==> src/design/usb_defines.svh <==
`ifndef USB_DEFINES_SVH
`define USB_DEFINES_SVH

// Bulk endpoint numbers, as carried in the 4-bit ENDP token field
`define USB_ENDPOINT1 4'd1
`define USB_ENDPOINT2 4'd2

// Endpoints that may also accept SETUP tokens
// EP0 always does, so it has no flag
`define USB_EP1_CONTROL 1'b0
`define USB_EP2_CONTROL 1'b1

// Setup stage DATA0 payload, in bytes
`define USB_SETUP_BYTES 8

`endif

==> src/design/usb_pkg.sv <==
`include "usb_defines.svh"

package usb_pkg;

  // Token PID bits [3:2], as delivered by the packet decoder
  typedef enum logic [1:0] {
    TOK_OUT   = 2'b00,
    TOK_IN    = 2'b10,
    TOK_SETUP = 2'b11
  } tok_type_t;

  // Handshake PID bits [3:2], both directions
  typedef enum logic [1:0] {
    HSK_ACK   = 2'b00,
    HSK_NAK   = 2'b10,
    HSK_STALL = 2'b11
  } hsk_type_t;

  // Decoded token packet
  typedef struct packed {
    tok_type_t  tok_type;
    logic [6:0] addr;
    logic [3:0] endp;
  } usb_token_t;

  // Standard device request layout
  // Byte 0 sits in the low bits, multi-byte fields are little-endian
  typedef struct packed {
    logic [15:0] w_length;
    logic [15:0] w_index;
    logic [15:0] w_value;
    logic [7:0]  b_request;
    logic [7:0]  bm_request_type;
  } usb_setup_fields_t;

  // Setup packet, filled byte by byte and read back as fields
  typedef union packed {
    logic [`USB_SETUP_BYTES-1:0][7:0] raw;
    usb_setup_fields_t                fields;
  } usb_setup_u;

endpackage

==> src/design/xfer_pkg.sv <==
package xfer_pkg;

  // What the sequencer should do with an accepted token
  typedef enum logic [1:0] {
    CLS_BULK_OUT,
    CLS_BULK_IN,
    CLS_CTRL_SETUP,
    CLS_UNSUPPORTED
  } xfer_class_t;

  // Request from token decoder to sequencer
  typedef struct packed {
    xfer_class_t xclass;
    // Token direction, picks STALL timing for unsupported tokens
    logic        is_in;
    // One-hot endpoint, bit 0 is EP0
    logic [2:0]  ep;
  } xfer_req_t;

  // Transaction sequencer states
  typedef enum logic [2:0] {
    ST_IDLE,
    ST_BULK_OUT,
    ST_BULK_IN,
    ST_CTRL_SETUP,
    ST_DRAIN,
    ST_HSK_WAIT
  } seq_state_t;

endpackage

==> src/design/usb_handshake_tx.sv <==
`timescale 1ns/1ps

module usb_handshake_tx (
  input  logic               clock_i,
  input  logic               reset_i,
  input  logic               hsk_req_i,
  input  usb_pkg::hsk_type_t hsk_req_type_i,
  input  logic               hsk_sent_i,
  output logic               hsk_send_o,
  output usb_pkg::hsk_type_t hsk_type_o,
  output logic               hsk_busy_o
);

  import usb_pkg::*;

  logic      send_q;
  hsk_type_t type_q;

  // Send line held until the encoder reports completion
  always_ff @(posedge clock_i) begin
    if (reset_i) begin
      send_q <= 1'b0;
    end else if (hsk_req_i) begin
      send_q <= 1'b1;
    end else if (send_q && hsk_sent_i) begin
      send_q <= 1'b0;
    end
  end

  // Handshake code, captured with the request
  always_ff @(posedge clock_i) begin
    if (hsk_req_i) begin
      type_q <= hsk_req_type_i;
    end
  end

  assign hsk_send_o = send_q;
  assign hsk_type_o = type_q;
  // Busy spans the whole send, ends the cycle after hsk_sent
  assign hsk_busy_o = send_q;

  // Type and send line hold until the encoder takes them
  assert property (@(posedge clock_i) disable iff (reset_i)
    hsk_send_o && !hsk_sent_i |=> hsk_send_o && $stable(hsk_type_o))
    else $error("handshake dropped or changed before hsk_sent");

endmodule

==> src/design/usb_token_decoder.sv <==
`timescale 1ns/1ps
`include "usb_defines.svh"

module usb_token_decoder (
  input  logic                clock_i,
  input  logic                reset_i,
  input  logic [6:0]          usb_addr_i,
  input  logic                tok_recv_i,
  input  usb_pkg::usb_token_t tok_i,
  input  logic                seq_busy_i,
  output logic                req_valid_o,
  output xfer_pkg::xfer_req_t req_o,
  output logic [2:0]          ep_ce_o
);

  import usb_pkg::*;
  import xfer_pkg::*;

  logic       accept;
  logic       hit_ep0;
  logic       hit_ep1;
  logic       hit_ep2;
  logic       setup_ok;
  xfer_req_t  req_d;
  xfer_req_t  req_q;
  logic       req_valid_q;
  logic [2:0] ep_ce_q;

  // Our address, sequencer idle, and no request still in flight
  assign accept = tok_recv_i && (tok_i.addr == usb_addr_i) &&
                  !seq_busy_i && !req_valid_q;

  // Endpoint matches
  assign hit_ep0 = (tok_i.endp == 4'd0);
  assign hit_ep1 = (tok_i.endp == `USB_ENDPOINT1);
  assign hit_ep2 = (tok_i.endp == `USB_ENDPOINT2);

  // SETUP allowed on EP0 plus any control-capable bulk endpoint
  assign setup_ok = hit_ep0 ||
                    (`USB_EP1_CONTROL && hit_ep1) ||
                    (`USB_EP2_CONTROL && hit_ep2);

  // Classify the token
  always_comb begin
    req_d.ep    = {hit_ep2, hit_ep1, hit_ep0};
    req_d.is_in = (tok_i.tok_type == TOK_IN);
    case (tok_i.tok_type)
      TOK_OUT: begin
        req_d.xclass = (hit_ep1 || hit_ep2) ? CLS_BULK_OUT : CLS_UNSUPPORTED;
      end
      TOK_IN: begin
        req_d.xclass = (hit_ep1 || hit_ep2) ? CLS_BULK_IN : CLS_UNSUPPORTED;
      end
      TOK_SETUP: begin
        req_d.xclass = setup_ok ? CLS_CTRL_SETUP : CLS_UNSUPPORTED;
      end
      // Reserved code, e.g. SOF routed here by mistake
      default: begin
        req_d.xclass = CLS_UNSUPPORTED;
      end
    endcase
  end

  // Strobe and chip-enables
  always_ff @(posedge clock_i) begin
    if (reset_i) begin
      req_valid_q <= 1'b0;
      ep_ce_q     <= 3'b000;
    end else begin
      req_valid_q <= accept;
      if (accept) begin
        // EP0 only selected by a control SETUP
        ep_ce_q[0] <= (tok_i.tok_type == TOK_SETUP) && hit_ep0;
        ep_ce_q[1] <= hit_ep1;
        ep_ce_q[2] <= hit_ep2;
      end
    end
  end

  // Request payload, qualified by req_valid
  always_ff @(posedge clock_i) begin
    if (accept) begin
      req_q <= req_d;
    end
  end

  assign req_valid_o = req_valid_q;
  assign req_o       = req_q;
  assign ep_ce_o     = ep_ce_q;

  // Sequencer must still be idle when the request lands
  assert property (@(posedge clock_i) disable iff (reset_i)
    req_valid_o |-> !seq_busy_i)
    else $error("token request issued while sequencer busy");

endmodule

==> src/design/usb_transaction.sv <==
`timescale 1ns/1ps

module usb_transaction (
  input  logic                clock_i,
  input  logic                reset_i,
  input  logic [6:0]          usb_addr_i,
  // Token from the packet decoder
  input  logic                tok_recv_i,
  input  usb_pkg::usb_token_t tok_i,
  // OUT data byte stream
  input  logic                out_tvalid_i,
  input  logic                out_tlast_i,
  input  logic [7:0]          out_tdata_i,
  output logic                out_tready_o,
  // Endpoint side
  input  logic [2:0]          ep_ready_i,
  output logic [2:0]          ep_ce_o,
  // Host handshake received
  input  logic                hsk_recv_i,
  // Device handshake toward the encoder
  output logic                hsk_send_o,
  output usb_pkg::hsk_type_t  hsk_type_o,
  input  logic                hsk_sent_i,
  // Decoded setup packet
  output usb_pkg::usb_setup_u setup_o,
  output logic                setup_valid_o
);

  import usb_pkg::*;
  import xfer_pkg::*;

  logic      req_valid;
  xfer_req_t req;
  logic      seq_busy;
  logic      hsk_req;
  hsk_type_t hsk_req_type;
  logic      hsk_busy;

  // Input side
  usb_token_decoder u_token_decoder (
    .clock_i     (clock_i),
    .reset_i     (reset_i),
    .usb_addr_i  (usb_addr_i),
    .tok_recv_i  (tok_recv_i),
    .tok_i       (tok_i),
    .seq_busy_i  (seq_busy),
    .req_valid_o (req_valid),
    .req_o       (req),
    .ep_ce_o     (ep_ce_o)
  );

  // Transaction control and setup capture
  usb_transaction_seq u_transaction_seq (
    .clock_i        (clock_i),
    .reset_i        (reset_i),
    .req_valid_i    (req_valid),
    .req_i          (req),
    .out_tvalid_i   (out_tvalid_i),
    .out_tlast_i    (out_tlast_i),
    .out_tdata_i    (out_tdata_i),
    .ep_ready_i     (ep_ready_i),
    .hsk_recv_i     (hsk_recv_i),
    .hsk_busy_i     (hsk_busy),
    .out_tready_o   (out_tready_o),
    .seq_busy_o     (seq_busy),
    .hsk_req_o      (hsk_req),
    .hsk_req_type_o (hsk_req_type),
    .setup_o        (setup_o),
    .setup_valid_o  (setup_valid_o)
  );

  // Output side
  usb_handshake_tx u_handshake_tx (
    .clock_i        (clock_i),
    .reset_i        (reset_i),
    .hsk_req_i      (hsk_req),
    .hsk_req_type_i (hsk_req_type),
    .hsk_sent_i     (hsk_sent_i),
    .hsk_send_o     (hsk_send_o),
    .hsk_type_o     (hsk_type_o),
    .hsk_busy_o     (hsk_busy)
  );

endmodule

==> src/design/usb_transaction_seq.sv <==
`timescale 1ns/1ps
`include "usb_defines.svh"

module usb_transaction_seq (
  input  logic                clock_i,
  input  logic                reset_i,
  input  logic                req_valid_i,
  input  xfer_pkg::xfer_req_t req_i,
  input  logic                out_tvalid_i,
  input  logic                out_tlast_i,
  input  logic [7:0]          out_tdata_i,
  input  logic [2:0]          ep_ready_i,
  input  logic                hsk_recv_i,
  input  logic                hsk_busy_i,
  output logic                out_tready_o,
  output logic                seq_busy_o,
  output logic                hsk_req_o,
  output usb_pkg::hsk_type_t  hsk_req_type_o,
  output usb_pkg::usb_setup_u setup_o,
  output logic                setup_valid_o
);

  import usb_pkg::*;
  import xfer_pkg::*;

  // Counter saturates one past the last setup byte
  localparam int CNT_W = $clog2(`USB_SETUP_BYTES + 1);
  localparam int IDX_W = $clog2(`USB_SETUP_BYTES);

  seq_state_t       state_q;
  logic [CNT_W-1:0] byte_cnt_q;
  logic             ep_ok_q;
  logic             hsk_req_q;
  hsk_type_t        hsk_type_q;
  logic             setup_ack_q;
  logic             setup_valid_q;
  usb_setup_u       setup_q;
  logic             beat;
  logic             last_beat;
  logic             store;

  // Byte transfers on valid and ready together
  assign beat      = out_tvalid_i && out_tready_o;
  assign last_beat = beat && out_tlast_i;

  // Only the first eight setup bytes are kept
  assign store = (state_q == ST_CTRL_SETUP) && beat &&
                 (byte_cnt_q < CNT_W'(`USB_SETUP_BYTES));

  // Accept bytes only while a data packet is expected
  assign out_tready_o = (state_q == ST_BULK_OUT) ||
                        (state_q == ST_CTRL_SETUP) ||
                        (state_q == ST_DRAIN);

  assign seq_busy_o = (state_q != ST_IDLE);

  always_ff @(posedge clock_i) begin
    if (reset_i) begin
      state_q       <= ST_IDLE;
      byte_cnt_q    <= '0;
      ep_ok_q       <= 1'b0;
      hsk_req_q     <= 1'b0;
      hsk_type_q    <= HSK_ACK;
      setup_ack_q   <= 1'b0;
      setup_valid_q <= 1'b0;
    end else begin
      // Strobes default low
      hsk_req_q     <= 1'b0;
      setup_ack_q   <= 1'b0;
      // Setup pulse trails the ACK request by one cycle
      setup_valid_q <= setup_ack_q;
      case (state_q)
        ST_IDLE: begin
          if (req_valid_i) begin
            byte_cnt_q <= '0;
            // Endpoint readiness sampled at request time
            ep_ok_q    <= |(ep_ready_i & req_i.ep);
            case (req_i.xclass)
              CLS_BULK_OUT: begin
                state_q <= ST_BULK_OUT;
              end
              CLS_BULK_IN: begin
                state_q <= ST_BULK_IN;
              end
              CLS_CTRL_SETUP: begin
                state_q <= ST_CTRL_SETUP;
              end
              default: begin
                // IN gets STALL now, OUT and SETUP drain their data first
                if (req_i.is_in) begin
                  state_q    <= ST_HSK_WAIT;
                  hsk_req_q  <= 1'b1;
                  hsk_type_q <= HSK_STALL;
                end else begin
                  state_q <= ST_DRAIN;
                end
              end
            endcase
          end
        end
        ST_BULK_OUT: begin
          if (last_beat) begin
            state_q    <= ST_HSK_WAIT;
            hsk_req_q  <= 1'b1;
            hsk_type_q <= ep_ok_q ? HSK_ACK : HSK_NAK;
          end
        end
        ST_BULK_IN: begin
          // Endpoint sends the data, host closes with its handshake
          if (hsk_recv_i) begin
            state_q <= ST_IDLE;
          end
        end
        ST_CTRL_SETUP: begin
          if (beat && (byte_cnt_q != CNT_W'(`USB_SETUP_BYTES))) begin
            byte_cnt_q <= byte_cnt_q + 1'b1;
          end
          if (last_beat) begin
            // Exact length gets ACK, anything else is dropped silently
            if (byte_cnt_q == CNT_W'(`USB_SETUP_BYTES - 1)) begin
              state_q     <= ST_HSK_WAIT;
              hsk_req_q   <= 1'b1;
              hsk_type_q  <= HSK_ACK;
              setup_ack_q <= 1'b1;
            end else begin
              state_q <= ST_IDLE;
            end
          end
        end
        ST_DRAIN: begin
          if (last_beat) begin
            state_q    <= ST_HSK_WAIT;
            hsk_req_q  <= 1'b1;
            hsk_type_q <= HSK_STALL;
          end
        end
        ST_HSK_WAIT: begin
          // Issuer raises busy one cycle after the request
          if (!hsk_req_q && !hsk_busy_i) begin
            state_q <= ST_IDLE;
          end
        end
        default: begin
          state_q <= ST_IDLE;
        end
      endcase
    end
  end

  // Setup bytes land at their own index
  always_ff @(posedge clock_i) begin
    if (store) begin
      setup_q.raw[byte_cnt_q[IDX_W-1:0]] <= out_tdata_i;
    end
  end

  assign hsk_req_o      = hsk_req_q;
  assign hsk_req_type_o = hsk_type_q;
  assign setup_o        = setup_q;
  assign setup_valid_o  = setup_valid_q;

  // Issuer must be free for every new request
  assert property (@(posedge clock_i) disable iff (reset_i)
    hsk_req_o |-> !hsk_busy_i)
    else $error("handshake requested while issuer busy");

  // No byte accepted while a device handshake is still pending
  assert property (@(posedge clock_i) disable iff (reset_i)
    hsk_busy_i |-> !out_tready_o)
    else $error("out_tready high while handshake pending");

endmodule

==> config.mk <==
export PLATFORM = sky130hd
export DESIGN_NAME = usb_transaction
export DESIGN_NICKNAME = d
export VERILOG_FILES = /design/src/design/usb_pkg.sv /design/src/design/xfer_pkg.sv /design/src/design/usb_handshake_tx.sv /design/src/design/usb_token_decoder.sv /design/src/design/usb_transaction.sv /design/src/design/usb_transaction_seq.sv
export VERILOG_INCLUDE_DIRS = /design/src /design/src/design
export SDC_FILE = /design/constraint.sdc
export NUM_CORES = 1
export LEC_CHECK = 0
export ABC_AREA = 1
export BUFFER_PORTS_ARGS = -buffer_cell sky130_fd_sc_hd__buf_2
export CAP_MARGIN = 10
export CORE_AREA = 5 5 98 100
export CTS_CLUSTER_SIZE = 20
export DETAILED_ROUTE_END_ITERATION = 10
export DIE_AREA = 0 0 103 105
export PLACE_DENSITY_LB_ADDON = 0.2
export SYNTH_ARGS = -nofsm -noshare
export SYNTH_HDL_FRONTEND = slang
export SYNTH_HIERARCHICAL = 1
export SYNTH_SLANG_ARGS = --single-unit
==> constraint.sdc <==
create_clock -name clock_i -period 2.72 [get_ports clock_i]
set_input_delay 0.544 -clock clock_i [delete_from_list [all_inputs] [get_ports clock_i]]
set_output_delay 0.544 -clock clock_i [all_outputs]
set_load 0.02 [all_outputs]
==> insert_results.sql, run 1 <==
INSERT INTO impl_metrics (metric_group, metric, value, unit) VALUES
('synth', 'synth.net_count', '342', ''),
('clock_tree', 'cts_resized', '0', ''),
('sta', 'timing.final.hold_violations', '0', ''),
('worst_setup_path', 'timing.critical_path.arrival', '1.50', 'ns'),
('clock_tree', 'clkLatencyLatePin', '0.35', 'ns'),
('grt', 'grt_antenna_before_repair', '0', ''),
('clock_tree', 'ctsLongestPathBuffers', '2', ''),
('power', 'power-per-cell-area', '628', 'mW/mm²'),
('synth', 'synthesis.area', '0.00356', 'mm²'),
('floorplan', 'i_o_pin_count', '110', ''),
('finish', 'design.final.nets', '469', ''),
('finish', 'antennaDiodeCount', '0', ''),
('status', 'run_status', 'finished clean', ''),
('floorplan', 'initial_core_util', '41.5', '%'),
('floorplan', 'floorplan.die.height', '105', 'µm'),
('floorplan', 'area_of_the_core', '0.00859', 'mm²'),
('floorplan', 'placementRows', '34', ''),
('drt', 'vias', '2500', ''),
('placement', 'port_buffers', '109', ''),
('drt', 'ant_nets', '0', ''),
('finish', 'mostFrequentLayoutCells', 'sky130_fd_sc_hd__buf_2, sky130_fd_sc_hd__edfxtp_1, sky130_fd_sc_hd__nand2_1, sky130_fd_sc_hd__inv_1, sky130_fd_sc_hd__nor2_1', ''),
('floorplan', 'die_x', '103', 'µm'),
('worst_setup_path', 'worstPathMaxFanout', '8', ''),
('drt', 'route.detailed.wl_per_inst', '14.2', 'µm'),
('sta', 'maxClockFrequency', '488', 'MHz'),
('drt', 'wirelength', '7670', 'µm'),
('worst_setup_path', 'crit_path_start_kind', 'flop', ''),
('synth', 'postSynthRegisterBits', '90', ''),
('placement', 'dp.final_hpwl', '5830', 'µm'),
('clock_tree', 'cts_tree', 'yes', ''),
('sta', 'slew_headroom', '63.8', '%'),
('power', 'p_sw', '801', 'µW'),
('synth', 'postSynthCellCount', '299', ''),
('synth', 'seq_area_frac_synth', '70.8', '%'),
('worst_hold_path', 'worst_min_path_class', 'flop to flop', ''),
('synth', 'yosys.cell_types.count', '28', ''),
('sta', 'hold_ws', '0.410', 'ns'),
('worst_setup_path', 'worst_setup_path_end_kind', 'output port', ''),
('sta', 'skew', '0.00832', 'ns'),
('floorplan', 'design.die.area', '0.0108', 'mm²'),
('finish', 'layout_area_growth_over_synthesis', '25.5', '%'),
('clock_tree', 'worst_setup_hold_path_clk_slew', '0.09', 'ns'),
('worst_setup_path', 'required', '2.18', 'ns'),
('grt', 'grt_util_all_layers', '14.6', '%'),
('power', 'worst_ir_drop_vdd', '0.214', 'mV'),
('synth', 'yosys_warnings', '6', ''),
('finish', 'layout.cells.most_common', 'sky130_fd_sc_hd__buf_2', ''),
('clock_tree', 'clockRootBuffer', 'sky130_fd_sc_hd__clkbuf_8', ''),
('worst_setup_path', 'setup.worst_path.class', 'flop to output port', ''),
('power', 'power.static_leakage', '1.96', 'nW'),
('grt', 'first_global_vias', '2371', ''),
('grt', 'grt_max_degree', '17', ''),
('power', 'p_comb_share', '15.7', '%'),
('clock_tree', 'cts.htree.levels', '3', ''),
('sta', 'layout_min_cycle_time', '2.05', 'ns'),
('drt', 'routed_via_density', '4.64', ''),
('placement', 'globalplace.congestion', '0.803', ''),
('synth', 'synth.avg_cell_area', '11.9', 'µm²'),
('sta', 'number_of_pins_exceeding_their_max_slew_limit_in_the_final_report', '0', ''),
('grt', 'grt.overflow.total', '0', ''),
('run', 'cap_violations', '0', ''),
('power', 'share_clk_of_total_power', '29.2', '%'),
('drt', 'drc_errors', '0', ''),
('sta', 'transition_time_of_the_tightest_slew_check_pin', '0.539', 'ns'),
('sta', 'final-setup-viol-count', '0', ''),
('finish', 'drive_gt1_share', '37.1', '%'),
('grt', 'grt_pass1_wl', '12000', 'µm'),
('power', 'power_switching_share', '28.5', '%'),
('sta', 'totalNegativeSetupSlack', '0', 'ns'),
('clock_tree', 'tritoncts.num_buffers', '9', ''),
('power', 'intPower', '2.01', 'mW'),
('power', 'power.sequential.fraction', '55.1', '%'),
('clock_tree', 'postCtsSetupBuffers', '0', ''),
('drt', 'drt_pre_antenna_iters', '4', ''),
('clock_tree', 'numClockSinks', '90', ''),
('sta', 'rsz0062_at_grt', 'no', ''),
('clock_tree', 'cts_hold_repair.buffers', '0', ''),
('drt', 'drtIter0Drc', '144', ''),
('sta', 'min_period_over_period', '75.3', '%');
[state kept, by name (all words and copies together) (netlist names)]
register / count
u_transaction_seq/state_q: 3
u_transaction_seq/hsk_req_o: 1
u_handshake_tx/hsk_busy_o: 1
u_transaction_seq/ep_ok_q: 1
u_token_decoder/ep_ce_o: 3
u_transaction_seq/hsk_req_type_o: 2
u_token_decoder/req_valid_o: 1
u_transaction_seq/setup_o: 64
u_token_decoder/req_o: 6
u_handshake_tx/hsk_type_o: 2
u_transaction_seq/byte_cnt_q: 4
u_transaction_seq/setup_ack_q: 1
u_transaction_seq/setup_valid_o: 1
[layer usage]
metal,vias up,global-route usage (%),routed length (µm)
met4,0,5.00,97
met1,1154,18.9,3300
li1,1259,-,-
met3,7,4.20,614
met2,80,23.3,3660
met5,-,0,0
[cells in the mapped netlist, drive strengths merged]
master / number / share of area, %
edfxtp: 72 / 61
nand2: 63 / 7.2
inv: 40 / 4.3
nor2: 36 / 4.4
nand3: 21 / 3.7
dfxtp: 18 / 10
a21oi: 12 / 1.8
nor3: 11 / 2.0
o21ai: 6 / 0.84
ha: 5 / 1.8
nand4: 4 / 0.70
xnor2: 4 / 0.98
buf: 3 / 0.84
nor4: 2 / 0.35
clkinv: 1 / 0.11
o21bai: 1 / 0.21
[cell families after synthesis]
logic type               Yosys count  share of synthesized area [%]
adder cells (fa/ha/maj)            5                           1.76
AO/OA/AOI/OAI                     19                           2.85
AND/OR/NAND/NOR                  137                           18.4
flip-flops                        90                           70.8
buffers and inverters             44                           5.23
XOR/XNOR                           4                          0.983
[critical path: stages (launching register included)]
cell	delay (ns)
sky130_fd_sc_hd__dfxtp_1	0.53
sky130_fd_sc_hd__inv_1	0.17
sky130_fd_sc_hd__nand2_1	0.10
sky130_fd_sc_hd__nand2_1	0.06
sky130_fd_sc_hd__nand2_1	0.09
sky130_fd_sc_hd__inv_1	0.04
sky130_fd_sc_hd__buf_2	0.15
[power by group through the flow]
| stage | combinational (mW) | sequential, mW | clock (mW) |
|---|---|---|---|
| global route | 0.508 | 1.55 | 0.906 |
| CTS | 0.443 | 1.55 | 0.844 |
| global placement | 0.440 | 1.58 | 0 |
| floorplan | 0.348 | 1.57 | 0 |
| finish | 0.440 | 1.55 | 0.820 |
| detailed placement | 0.439 | 1.58 | 0 |
[path summary, 6_finish.rpt]
| path | start | end | slack (ns) | depth (start not counted) |
|---|---|---|---|---|
| worst max-delay path | u_transaction_seq/state_q[0] | out_tready_o | 0.67 | 6 |
| worst min-delay path | u_transaction_seq/setup_ack_q | u_transaction_seq/setup_valid_o | 0.41 | 2 |
| worst max register to register | u_transaction_seq/state_q[0] | u_transaction_seq/setup_o[25] | 0.69 | 7 |
| worst min register to register | u_transaction_seq/setup_ack_q | u_transaction_seq/setup_valid_o | 0.41 | 2 |
[cell type report]
| type | instances | area, µm² |
|---|---|---|
| fill | 799 | 4120 |
| clock inverter | 7 | 52.6 |
| timing repair buffer | 119 | 621 |
| clock buffer | 9 | 124 |
| tap | 108 | 135 |
| sequential | 90 | 2520 |
| inverter | 41 | 156 |
| multi-input combinational | 165 | 860 |
[metrics by stage]
step | instances | setup slack, ns | total power [mW] | utilization (%) | area [µm²]
5_1_grt | 539 | 0.506 | 2.97 | 52.0 | 4470
6_report | 539 | 0.672 | 2.81 | 52.0 | 4470
3_3_place_gp | 523 | 0.812 | 2.02 | 50.0 | 4290
3_5_place_dp | 523 | 0.725 | 2.02 | 50.0 | 4290
4_1_cts | 539 | 0.649 | 2.84 | 52.0 | 4470
2_1_floorplan | 299 | 0.734 | 1.92 | - | 3560
(Power assumes the default switching activity.)
==> inputs of run 2 (changes only) <==
==> constraint.sdc (replaced) <==
create_clock -name clock_i -period 1.75 [get_ports clock_i]
set_input_delay 0.35 -clock clock_i [delete_from_list [all_inputs] [get_ports clock_i]]
set_output_delay 0.35 -clock clock_i [all_outputs]
set_load 0.02 [all_outputs]
==> insert_results.sql, run 2 (synthesis gave the netlist of run 1 again) <==
INSERT INTO impl_metrics (metric_group, metric, value, unit) VALUES
('status', 'run_status', 'finished clean', ''),
('sta', 'timing.final.hold_violations', '0', ''),
('finish', 'layout_area_growth_over_synthesis', '28.1', '%'),
('drt', 'drc_errors', '0', ''),
('grt', 'first_global_vias', '2446', ''),
('placement', 'port_buffers', '109', ''),
('clock_tree', 'ctsLongestPathBuffers', '2', ''),
('worst_hold_path', 'whs_endpoint', 'u_handshake_tx/hsk_busy_o', ''),
('worst_setup_path', 'max_stage_delay', '0.34', 'ns'),
('placement', 'globalplace.congestion', '0.838', ''),
('drt', 'drtIter0Drc', '110', ''),
('power', 'share_clk_of_total_power', '33.6', '%'),
('floorplan', 'area_of_the_core', '0.00859', 'mm²'),
('placement', 'placed_area', '0.00432', 'mm²'),
('worst_setup_path', 'required', '1.40', 'ns'),
('clock_tree', 'numClockSinks', '90', ''),
('worst_setup_path', 'worst-r2r-setup-slack', '0.14', 'ns'),
('clock_tree', 'cts_tree', 'yes', ''),
('floorplan', 'design.die.area', '0.0108', 'mm²'),
('power', 'intPower', '3.45', 'mW'),
('finish', 'design.final.nets', '472', ''),
('finish', 'drive_gt1_share', '38.7', '%'),
('worst_setup_path', 'critical_path.reg2reg.startpoint', 'u_transaction_seq/state_q[0]', ''),
('sta', 'layout_min_cycle_time', '1.67', 'ns'),
('grt', 'grt_pass1_wl', '12200', 'µm'),
('worst_setup_path', 'timing.critical_path.arrival', '1.32', 'ns'),
('power', 'post_layout_total_power', '4.72', 'mW'),
('worst_setup_path', 'crit_path_start_kind', 'flop', ''),
('clock_tree', 'worst_setup_hold_path_clk_slew', '0.09', 'ns'),
('floorplan', 'floorplan.die.height', '105', 'µm'),
('power', 'power_switching_share', '26.9', '%'),
('worst_setup_path', 'critical_path.slowest_cell', 'sky130_fd_sc_hd__dfxtp_2', ''),
('clock_tree', 'clkLatencyLatePin', '0.35', 'ns'),
('sta', 'slew_headroom', '83.0', '%'),
('worst_setup_path', 'worstPathMaxFanout', '7', ''),
('grt', 'grt.overflow.total', '0', ''),
('placement', 'dp.final_hpwl', '6200', 'µm'),
('power', 'worst_ir_drop_vdd', '0.472', 'mV'),
('power', 'p_comb_share', '15.7', '%'),
('finish', 'final_cell_area', '0.00456', 'mm²'),
('grt', 'grt_antenna_before_repair', '0', ''),
('grt', 'grt_util_all_layers', '14.9', '%'),
('floorplan', 'i_o_pin_count', '110', ''),
('floorplan', 'placementRows', '34', ''),
('worst_hold_path', 'min-delay-start', 'hsk_sent_i', ''),
('clock_tree', 'tritoncts.num_buffers', '9', ''),
('drt', 'route.detailed.wl_per_inst', '14.6', 'µm'),
('power', 'p_sw', '1.27', 'mW'),
('finish', 'layout.cells.most_common', 'sky130_fd_sc_hd__buf_2', ''),
('floorplan', 'initial_core_util', '41.5', '%'),
('clock_tree', 'cts.htree.levels', '3', ''),
('drt', 'wirelength', '7900', 'µm'),
('sta', 'skew', '0.00769', 'ns'),
('sta', 'maxClockFrequency', '597', 'MHz'),
('drt', 'vias', '2549', ''),
('power', 'power.sequential.fraction', '50.8', '%'),
('grt', 'grt_max_degree', '18', ''),
('sta', 'hold_ws', '0.253', 'ns'),
('finish', 'antennaDiodeCount', '0', ''),
('power', 'power.static_leakage', '1.99', 'nW'),
('sta', 'transition_time_of_the_tightest_slew_check_pin', '0.253', 'ns'),
('sta', 'number_of_pins_exceeding_their_max_slew_limit_in_the_final_report', '0', ''),
('finish', 'mostFrequentLayoutCells', 'sky130_fd_sc_hd__buf_2, sky130_fd_sc_hd__edfxtp_1, sky130_fd_sc_hd__nand2_1, sky130_fd_sc_hd__inv_1, sky130_fd_sc_hd__nor2_1', ''),
('finish', 'flip_flop_count_of_the_largest_register_after_layout', '64', ''),
('worst_setup_path', 'cp_cell_sequence', 'buf_6, inv_2, nand2_1, nand2_1, nand2_1, inv_1, buf_4', ''),
('worst_setup_path', 'reg2regPathDepth', '7', ''),
('clock_tree', 'clockRootBuffer', 'sky130_fd_sc_hd__clkbuf_8', ''),
('worst_setup_path', 'worst_setup_path_end_kind', 'output port', ''),
('worst_hold_path', 'worst_min_path_class', 'input pin to flop', ''),
('worst_setup_path', 'setup.worst_path.class', 'flop to output port', ''),
('floorplan', 'die_x', '103', 'µm'),
('worst_setup_path', 'cp_top_family', 'buffers and inverters', ''),
('finish', 'finalCoreUtilization', '53.1', '%'),
('worst_hold_path', 'worst_hold_path.num_cells', '4', ''),
('drt', 'routed_via_density', '4.70', ''),
('run', 'cap_violations', '0', ''),
('sta', 'rsz0062_at_grt', 'no', ''),
('sta', 'min_period_over_period', '95.7', '%'),
('sta', 'totalNegativeSetupSlack', '0', 'ns'),
('worst_setup_path', 'timing.critical_path.buf_inv', '4', ''),
('worst_setup_path', 'worst_r2r_endpoint', 'u_token_decoder/req_o[4]', ''),
('sta', 'final-setup-viol-count', '0', ''),
('drt', 'ant_nets', '0', ''),
('power', 'power-per-cell-area', '1030', 'mW/mm²'),
('drt', 'drt_pre_antenna_iters', '4', ''),
('worst_setup_path', 'cpMostUsedCell', 'sky130_fd_sc_hd__nand2_1', '');
## run 2: cell types whose count changed in the layout (fill, tap and decap cells not counted), sizes merged
cell | before | now
bufinv | 0 | 2
buf | 119 | 122
clkinv | 5 | 1
clkinvlp | 0 | 1
inv | 43 | 44
## run 2: per-stage QoR
stage,setup slack (ns),cells
floorplan,-0.173,299
global placement,0.128,526
detailed placement,0.125,526
CTS,0.0233,542
global route,0.00620,542
finish,0.0756,542
## run 2: power by group through the flow
stage	logic (mW)	registers (mW)	clock network, mW
floorplan	0.542	2.44	0
global placement	0.720	2.44	0
detailed placement	0.718	2.44	0
CTS	0.727	2.39	1.63
global route	0.832	2.41	1.72
finish	0.739	2.40	1.58
## run 2: what timing repair did
action | 4_1_cts | 5_1_grt
gates resized for setup | 2 | 6
setup buffers | 0 | 0
endpoints found under the setup margin | 1 | 17
hold buffers | 0 | 0
## run 2: tightest hold or removal path: stages
cell and delay [ns]:
sky130_fd_sc_hd__buf_2 0.08, sky130_fd_sc_hd__inv_1 0.03, sky130_fd_sc_hd__nand2_1 0.06, sky130_fd_sc_hd__a21oi_2 0.05
## run 2: final cells by class
cell class,instances,area (µm²)
clock buffer,9,124
fill,786,4030
timing repair buffer,122,649
tap,108,135
clock inverter,7,105
sequential,90,2530
inverter,41,156
multi-input combinational,165,865
## run 2: how the worst max path moves through the flow
| stage | start | endpoint | slack, ns | cells past startpoint |
|---|---|---|---|---|
| after CTS | u_transaction_seq/state_q[0] | out_tready_o | 0.02 | 7 |
| after global placement | u_transaction_seq/state_q[1] | u_transaction_seq/setup_o[19] | 0.13 | 7 |
| after global routing | u_transaction_seq/state_q[0] | out_tready_o | 0.006 | 7 |
| final | u_transaction_seq/state_q[0] | out_tready_o | 0.08 | 7 |
| after detailed placement | u_transaction_seq/state_q[0] | u_token_decoder/req_o[3] | 0.12 | 7 |
| after floorplan | u_transaction_seq/state_q[0] | u_transaction_seq/setup_o[32] | -0.17 | 7 |
## run 2: layer usage
metal  part of all wire (%)  global-route usage (%)  up-vias
met5                      0                       0        -
met4                    1.4                    5.09        0
met3                    7.0                    4.06       10
met2                     51                    26.4       84
met1                     40                    17.1     1189
li1                       -                       -     1266
==> inputs of run 3 (changes only) <==
--- a/config.mk
+++ b/config.mk
@@ -6,15 +6,13 @@
 export SDC_FILE = /design/constraint.sdc
 export NUM_CORES = 1
 export LEC_CHECK = 0
-export ABC_AREA = 1
 export BUFFER_PORTS_ARGS = -buffer_cell sky130_fd_sc_hd__buf_2
 export CAP_MARGIN = 10
-export CORE_AREA = 5 5 98 100
+export CORE_AREA = 5 5 96 98
 export CTS_CLUSTER_SIZE = 20
 export DETAILED_ROUTE_END_ITERATION = 10
-export DIE_AREA = 0 0 103 105
+export DIE_AREA = 0 0 101 103
 export PLACE_DENSITY_LB_ADDON = 0.2
 export SYNTH_ARGS = -nofsm -noshare
 export SYNTH_HDL_FRONTEND = slang
-export SYNTH_HIERARCHICAL = 1
 export SYNTH_SLANG_ARGS = --single-unit
==> insert_results.sql, run 3 <==
INSERT INTO impl_metrics (metric_group, metric, value, unit) VALUES
('sta', 'transition_time_of_the_tightest_slew_check_pin', '0.643', 'ns'),
('run', 'cap_violations', '0', ''),
('grt', 'grt.overflow.total', '0', ''),
('clock_tree', 'clockRootBuffer', 'sky130_fd_sc_hd__clkbuf_8', ''),
('grt', 'grt.met1_usage', '18.1', '%'),
('synth', 'dominant_combinational_cell_family_by_area_after_synthesis', 'simple AND/OR/NAND/NOR gates', ''),
('placement', 'dp.final_hpwl', '5450', 'µm'),
('sta', 'layout_setup_ws', '0.0547', 'ns'),
('finish', 'layout_area_growth_over_synthesis', '32.4', '%'),
('worst_setup_path', 'timing.critical_path.arrival', '1.35', 'ns'),
('drt', 'wirelength', '7410', 'µm'),
('sta', 'slew_headroom', '56.5', '%'),
('clock_tree', 'worst_setup_hold_path_clk_slew', '0.10', 'ns'),
('floorplan', 'i_o_pin_count', '110', ''),
('drt', 'drtIter0Drc', '141', ''),
('sta', 'hold_ws', '0.272', 'ns'),
('power', 'power-per-cell-area', '868', 'mW/mm²'),
('clock_tree', 'numClockSinks', '90', ''),
('clock_tree', 'cts_tree', 'yes', ''),
('drt', 'drt_pre_antenna_iters', '4', ''),
('clock_tree', 'cts.htree.levels', '3', ''),
('synth', 'synth_flop_cell', 'sky130_fd_sc_hd__edfxtp_1', ''),
('clock_tree', 'tritoncts.num_buffers', '9', ''),
('sta', 'skew', '0.0115', 'ns'),
('clock_tree', 'ctsLongestPathBuffers', '2', ''),
('finish', 'design.final.nets', '397', ''),
('synth', 'synth_compound_gate_area_share', '6.16', '%'),
('synth', 'postSynthCellCount', '220', ''),
('worst_setup_path', 'worst_setup_path_end_kind', 'output port', ''),
('finish', 'mostFrequentLayoutCells', 'sky130_fd_sc_hd__buf_2, sky130_fd_sc_hd__edfxtp_1, sky130_fd_sc_hd__buf_4, sky130_fd_sc_hd__nand2_1, sky130_fd_sc_hd__dfxtp_1', ''),
('synth', 'synthTopCellsByArea', 'sky130_fd_sc_hd__edfxtp_1, sky130_fd_sc_hd__dfxtp_1, sky130_fd_sc_hd__mux2i_1', ''),
('clock_tree', 'cts_hold_repair.buffers', '0', ''),
('worst_hold_path', 'worst_hold_path.num_cells', '1', ''),
('sta', 'totalNegativeSetupSlack', '0', 'ns'),
('power', 'worst_ir_drop_vdd', '0.467', 'mV'),
('synth', 'post_synthesis_adder_cell_area_fraction', '1.82', '%'),
('floorplan', 'area_of_the_core', '0.00838', 'mm²'),
('floorplan', 'placementRows', '34', ''),
('floorplan', 'floorplan.die.height', '103', 'µm'),
('floorplan', 'initial_core_util', '41.0', '%'),
('synth', 'synth.avg_cell_area', '15.6', 'µm²'),
('sta', 'timing.final.hold_violations', '0', ''),
('placement', 'placement.setup.worst_slack', '0.0795', 'ns'),
('synth', 'asyncSetResetFlopFracSynth', '0', '%'),
('finish', 'fin_cells', '467', ''),
('worst_setup_path', 'crit_path_start_kind', 'flop', ''),
('synth', 'post_synth_and_or_nand_nor_area_fraction', '12.2', '%'),
('grt', 'grt_util_all_layers', '14.1', '%'),
('synth', 'synthesis.area', '0.00343', 'mm²'),
('grt', 'busiest_layer', 'met2', ''),
('grt', 'global_route.usage.met2', '22.9', '%'),
('drt', 'route.detailed.wl_per_inst', '15.9', 'µm'),
('synth', 'ys_top_cells_by_count', 'sky130_fd_sc_hd__edfxtp_1, sky130_fd_sc_hd__dfxtp_1, sky130_fd_sc_hd__nand2_1', ''),
('finish', 'drive_gt1_share', '46.8', '%'),
('sta', 'number_of_pins_exceeding_their_max_slew_limit_in_the_final_report', '0', ''),
('drt', 'routed_via_density', '4.90', ''),
('synth', 'synth_xor_xnor_area_share', '2.04', '%'),
('clock_tree', 'clkLatencyLatePin', '0.35', 'ns'),
('grt', 'first_global_vias', '2224', ''),
('power', 'power.static_leakage', '1.79', 'nW'),
('status', 'run_status', 'finished clean', ''),
('synth', 'synth.net_count', '263', ''),
('worst_hold_path', 'worst_min_path_class', 'input pin to flop', ''),
('synth', 'yosys.cell_count.top_type', 'sky130_fd_sc_hd__edfxtp_1', ''),
('grt', 'grt_max_degree', '19', ''),
('sta', 'maxClockFrequency', '590', 'MHz'),
('drt', 'ant_nets', '0', ''),
('drt', 'drc_errors', '0', ''),
('synth', 'postSynthRegisterBits', '90', ''),
('placement', 'port_buffers', '109', ''),
('drt', 'vias', '2288', ''),
('floorplan', 'die_x', '101', 'µm'),
('finish', 'layout.cells.most_common', 'sky130_fd_sc_hd__buf_2', ''),
('synth', 'yosys_warnings', '0', ''),
('grt', 'grt_antenna_before_repair', '0', ''),
('synth', 'netlist.top_cell.by_area', 'sky130_fd_sc_hd__edfxtp_1', ''),
('synth', 'yosys.cell_types.count', '46', ''),
('placement', 'globalplace.congestion', '0.829', ''),
('sta', 'rsz0062_at_grt', 'yes', ''),
('synth', 'seq_area_frac_synth', '73.5', '%'),
('worst_setup_path', 'reg2regPathDepth', '5', ''),
('worst_setup_path', 'critical_path.slowest_cell', 'sky130_fd_sc_hd__dfxtp_4', ''),
('sta', 'layout_min_cycle_time', '1.70', 'ns'),
('worst_setup_path', 'required', '1.40', 'ns'),
('synth', 'proportion_of_synthesized_area_in_mux_cells', '2.04', '%'),
('worst_setup_path', 'max_stage_delay', '0.36', 'ns'),
('synth', 'synth_enable_flop_cells', '72', ''),
('placement', 'place.detailed.instances', '449', ''),
('worst_setup_path', 'setup.worst_path.class', 'flop to output port', ''),
('worst_setup_path', 'cp_cell_sequence', 'buf_12, nor2b_4, or2_4, buf_6', ''),
('power', 'post_layout_total_power', '3.94', 'mW'),
('grt', 'grt_pass1_wl', '11000', 'µm'),
('finish', 'flip_flop_count_of_the_largest_register_after_layout', '64', ''),
('finish', 'antennaDiodeCount', '0', ''),
('synth', 'synth_top_cell_area_share', '63.0', '%'),
('sta', 'final-setup-viol-count', '0', ''),
('sta', 'min_period_over_period', '96.9', '%'),
('grt', 'groute.layer.met3.usage', '3.45', '%'),
('worst_setup_path', 'worstPathMaxFanout', '7', ''),
('floorplan', 'design.die.area', '0.0104', 'mm²');
[run 3: cell types whose count changed in the layout (fill, tap and decap cells not counted), moves of 5 or more]
cell,previous run,this run
sky130_fd_sc_hd__nand2_1,57,15
sky130_fd_sc_hd__inv_1,34,8
sky130_fd_sc_hd__nor2_1,31,10
sky130_fd_sc_hd__nand3_1,17,2
sky130_fd_sc_hd__mux2i_1,0,7
sky130_fd_sc_hd__a21oi_1,11,6
sky130_fd_sc_hd__buf_4,13,18
sky130_fd_sc_hd__inv_2,5,0
sky130_fd_sc_hd__nand2_2,5,0
[run 3: routing by layer]
layer / routed length (µm) / up-vias
li1: - / 1106
met1: 3110 / 1083
met2: 3670 / 91
met3: 540 / 8
met4: 86 / 0
met5: 0 / -
[run 3: worst paths after layout]
path	start	to	slack (ns)
worst max register to register	u_transaction_seq.state_q[0]	u_transaction_seq.setup_o[18]	0.11
worst max-delay path	u_transaction_seq.state_q[0]	out_tready_o	0.05
worst min register to register	u_transaction_seq.hsk_req_type_o[1]	u_handshake_tx.hsk_type_o[1]	0.46
worst min-delay path	out_tdata_i[4]	u_transaction_seq.setup_o[12]	0.27
[run 3: what timing repair did]
action	CTS	global route
resized for setup	10	1
endpoints found under the setup margin	1	17
setup buffers	1	2
[run 3: worst max-delay path: cells and delay by family (launching register included)]
family / cells / cell delay (ns)
and+or+nand+nor: 2 / 0.37
DFF: 1 / 0.36
buffers and inverters: 2 / 0.26
[run 3: stage by stage]
stage	area [µm²]	utilization [%]
floorplan	3480	-
detailed placement	4270	50.9
global route	4550	54.2
global placement	4270	50.9
finish	4550	54.2
CTS	4510	53.8
[run 3: kinds of logic (layout without fill, tap and decap cells)]
group / after synthesis / in the layout
buffers and inverters: 15 / 154
and+or+nand+nor: 66 / 66
adders and majority gates: 5 / 5
xor gates and xnor gates: 8 / 8
muxes: 7 / 7
DFF: 90 / 90
AOI/OAI and AO/OA: 29 / 29
[run 3: cell type report]
class,count,area [µm²]
clock buffer,9,124
clock inverter,7,92.6
fill,716,3830
inverter,8,30.0
multi-input combinational,115,897
sequential,90,2530
tap,108,135
timing repair buffer,130,738
[run 3: power breakdown]
group          switching (mW)  internal [mW]
Clock                   0.771          0.700
Sequential            0.00477           2.31
Combinational          0.0882         0.0724
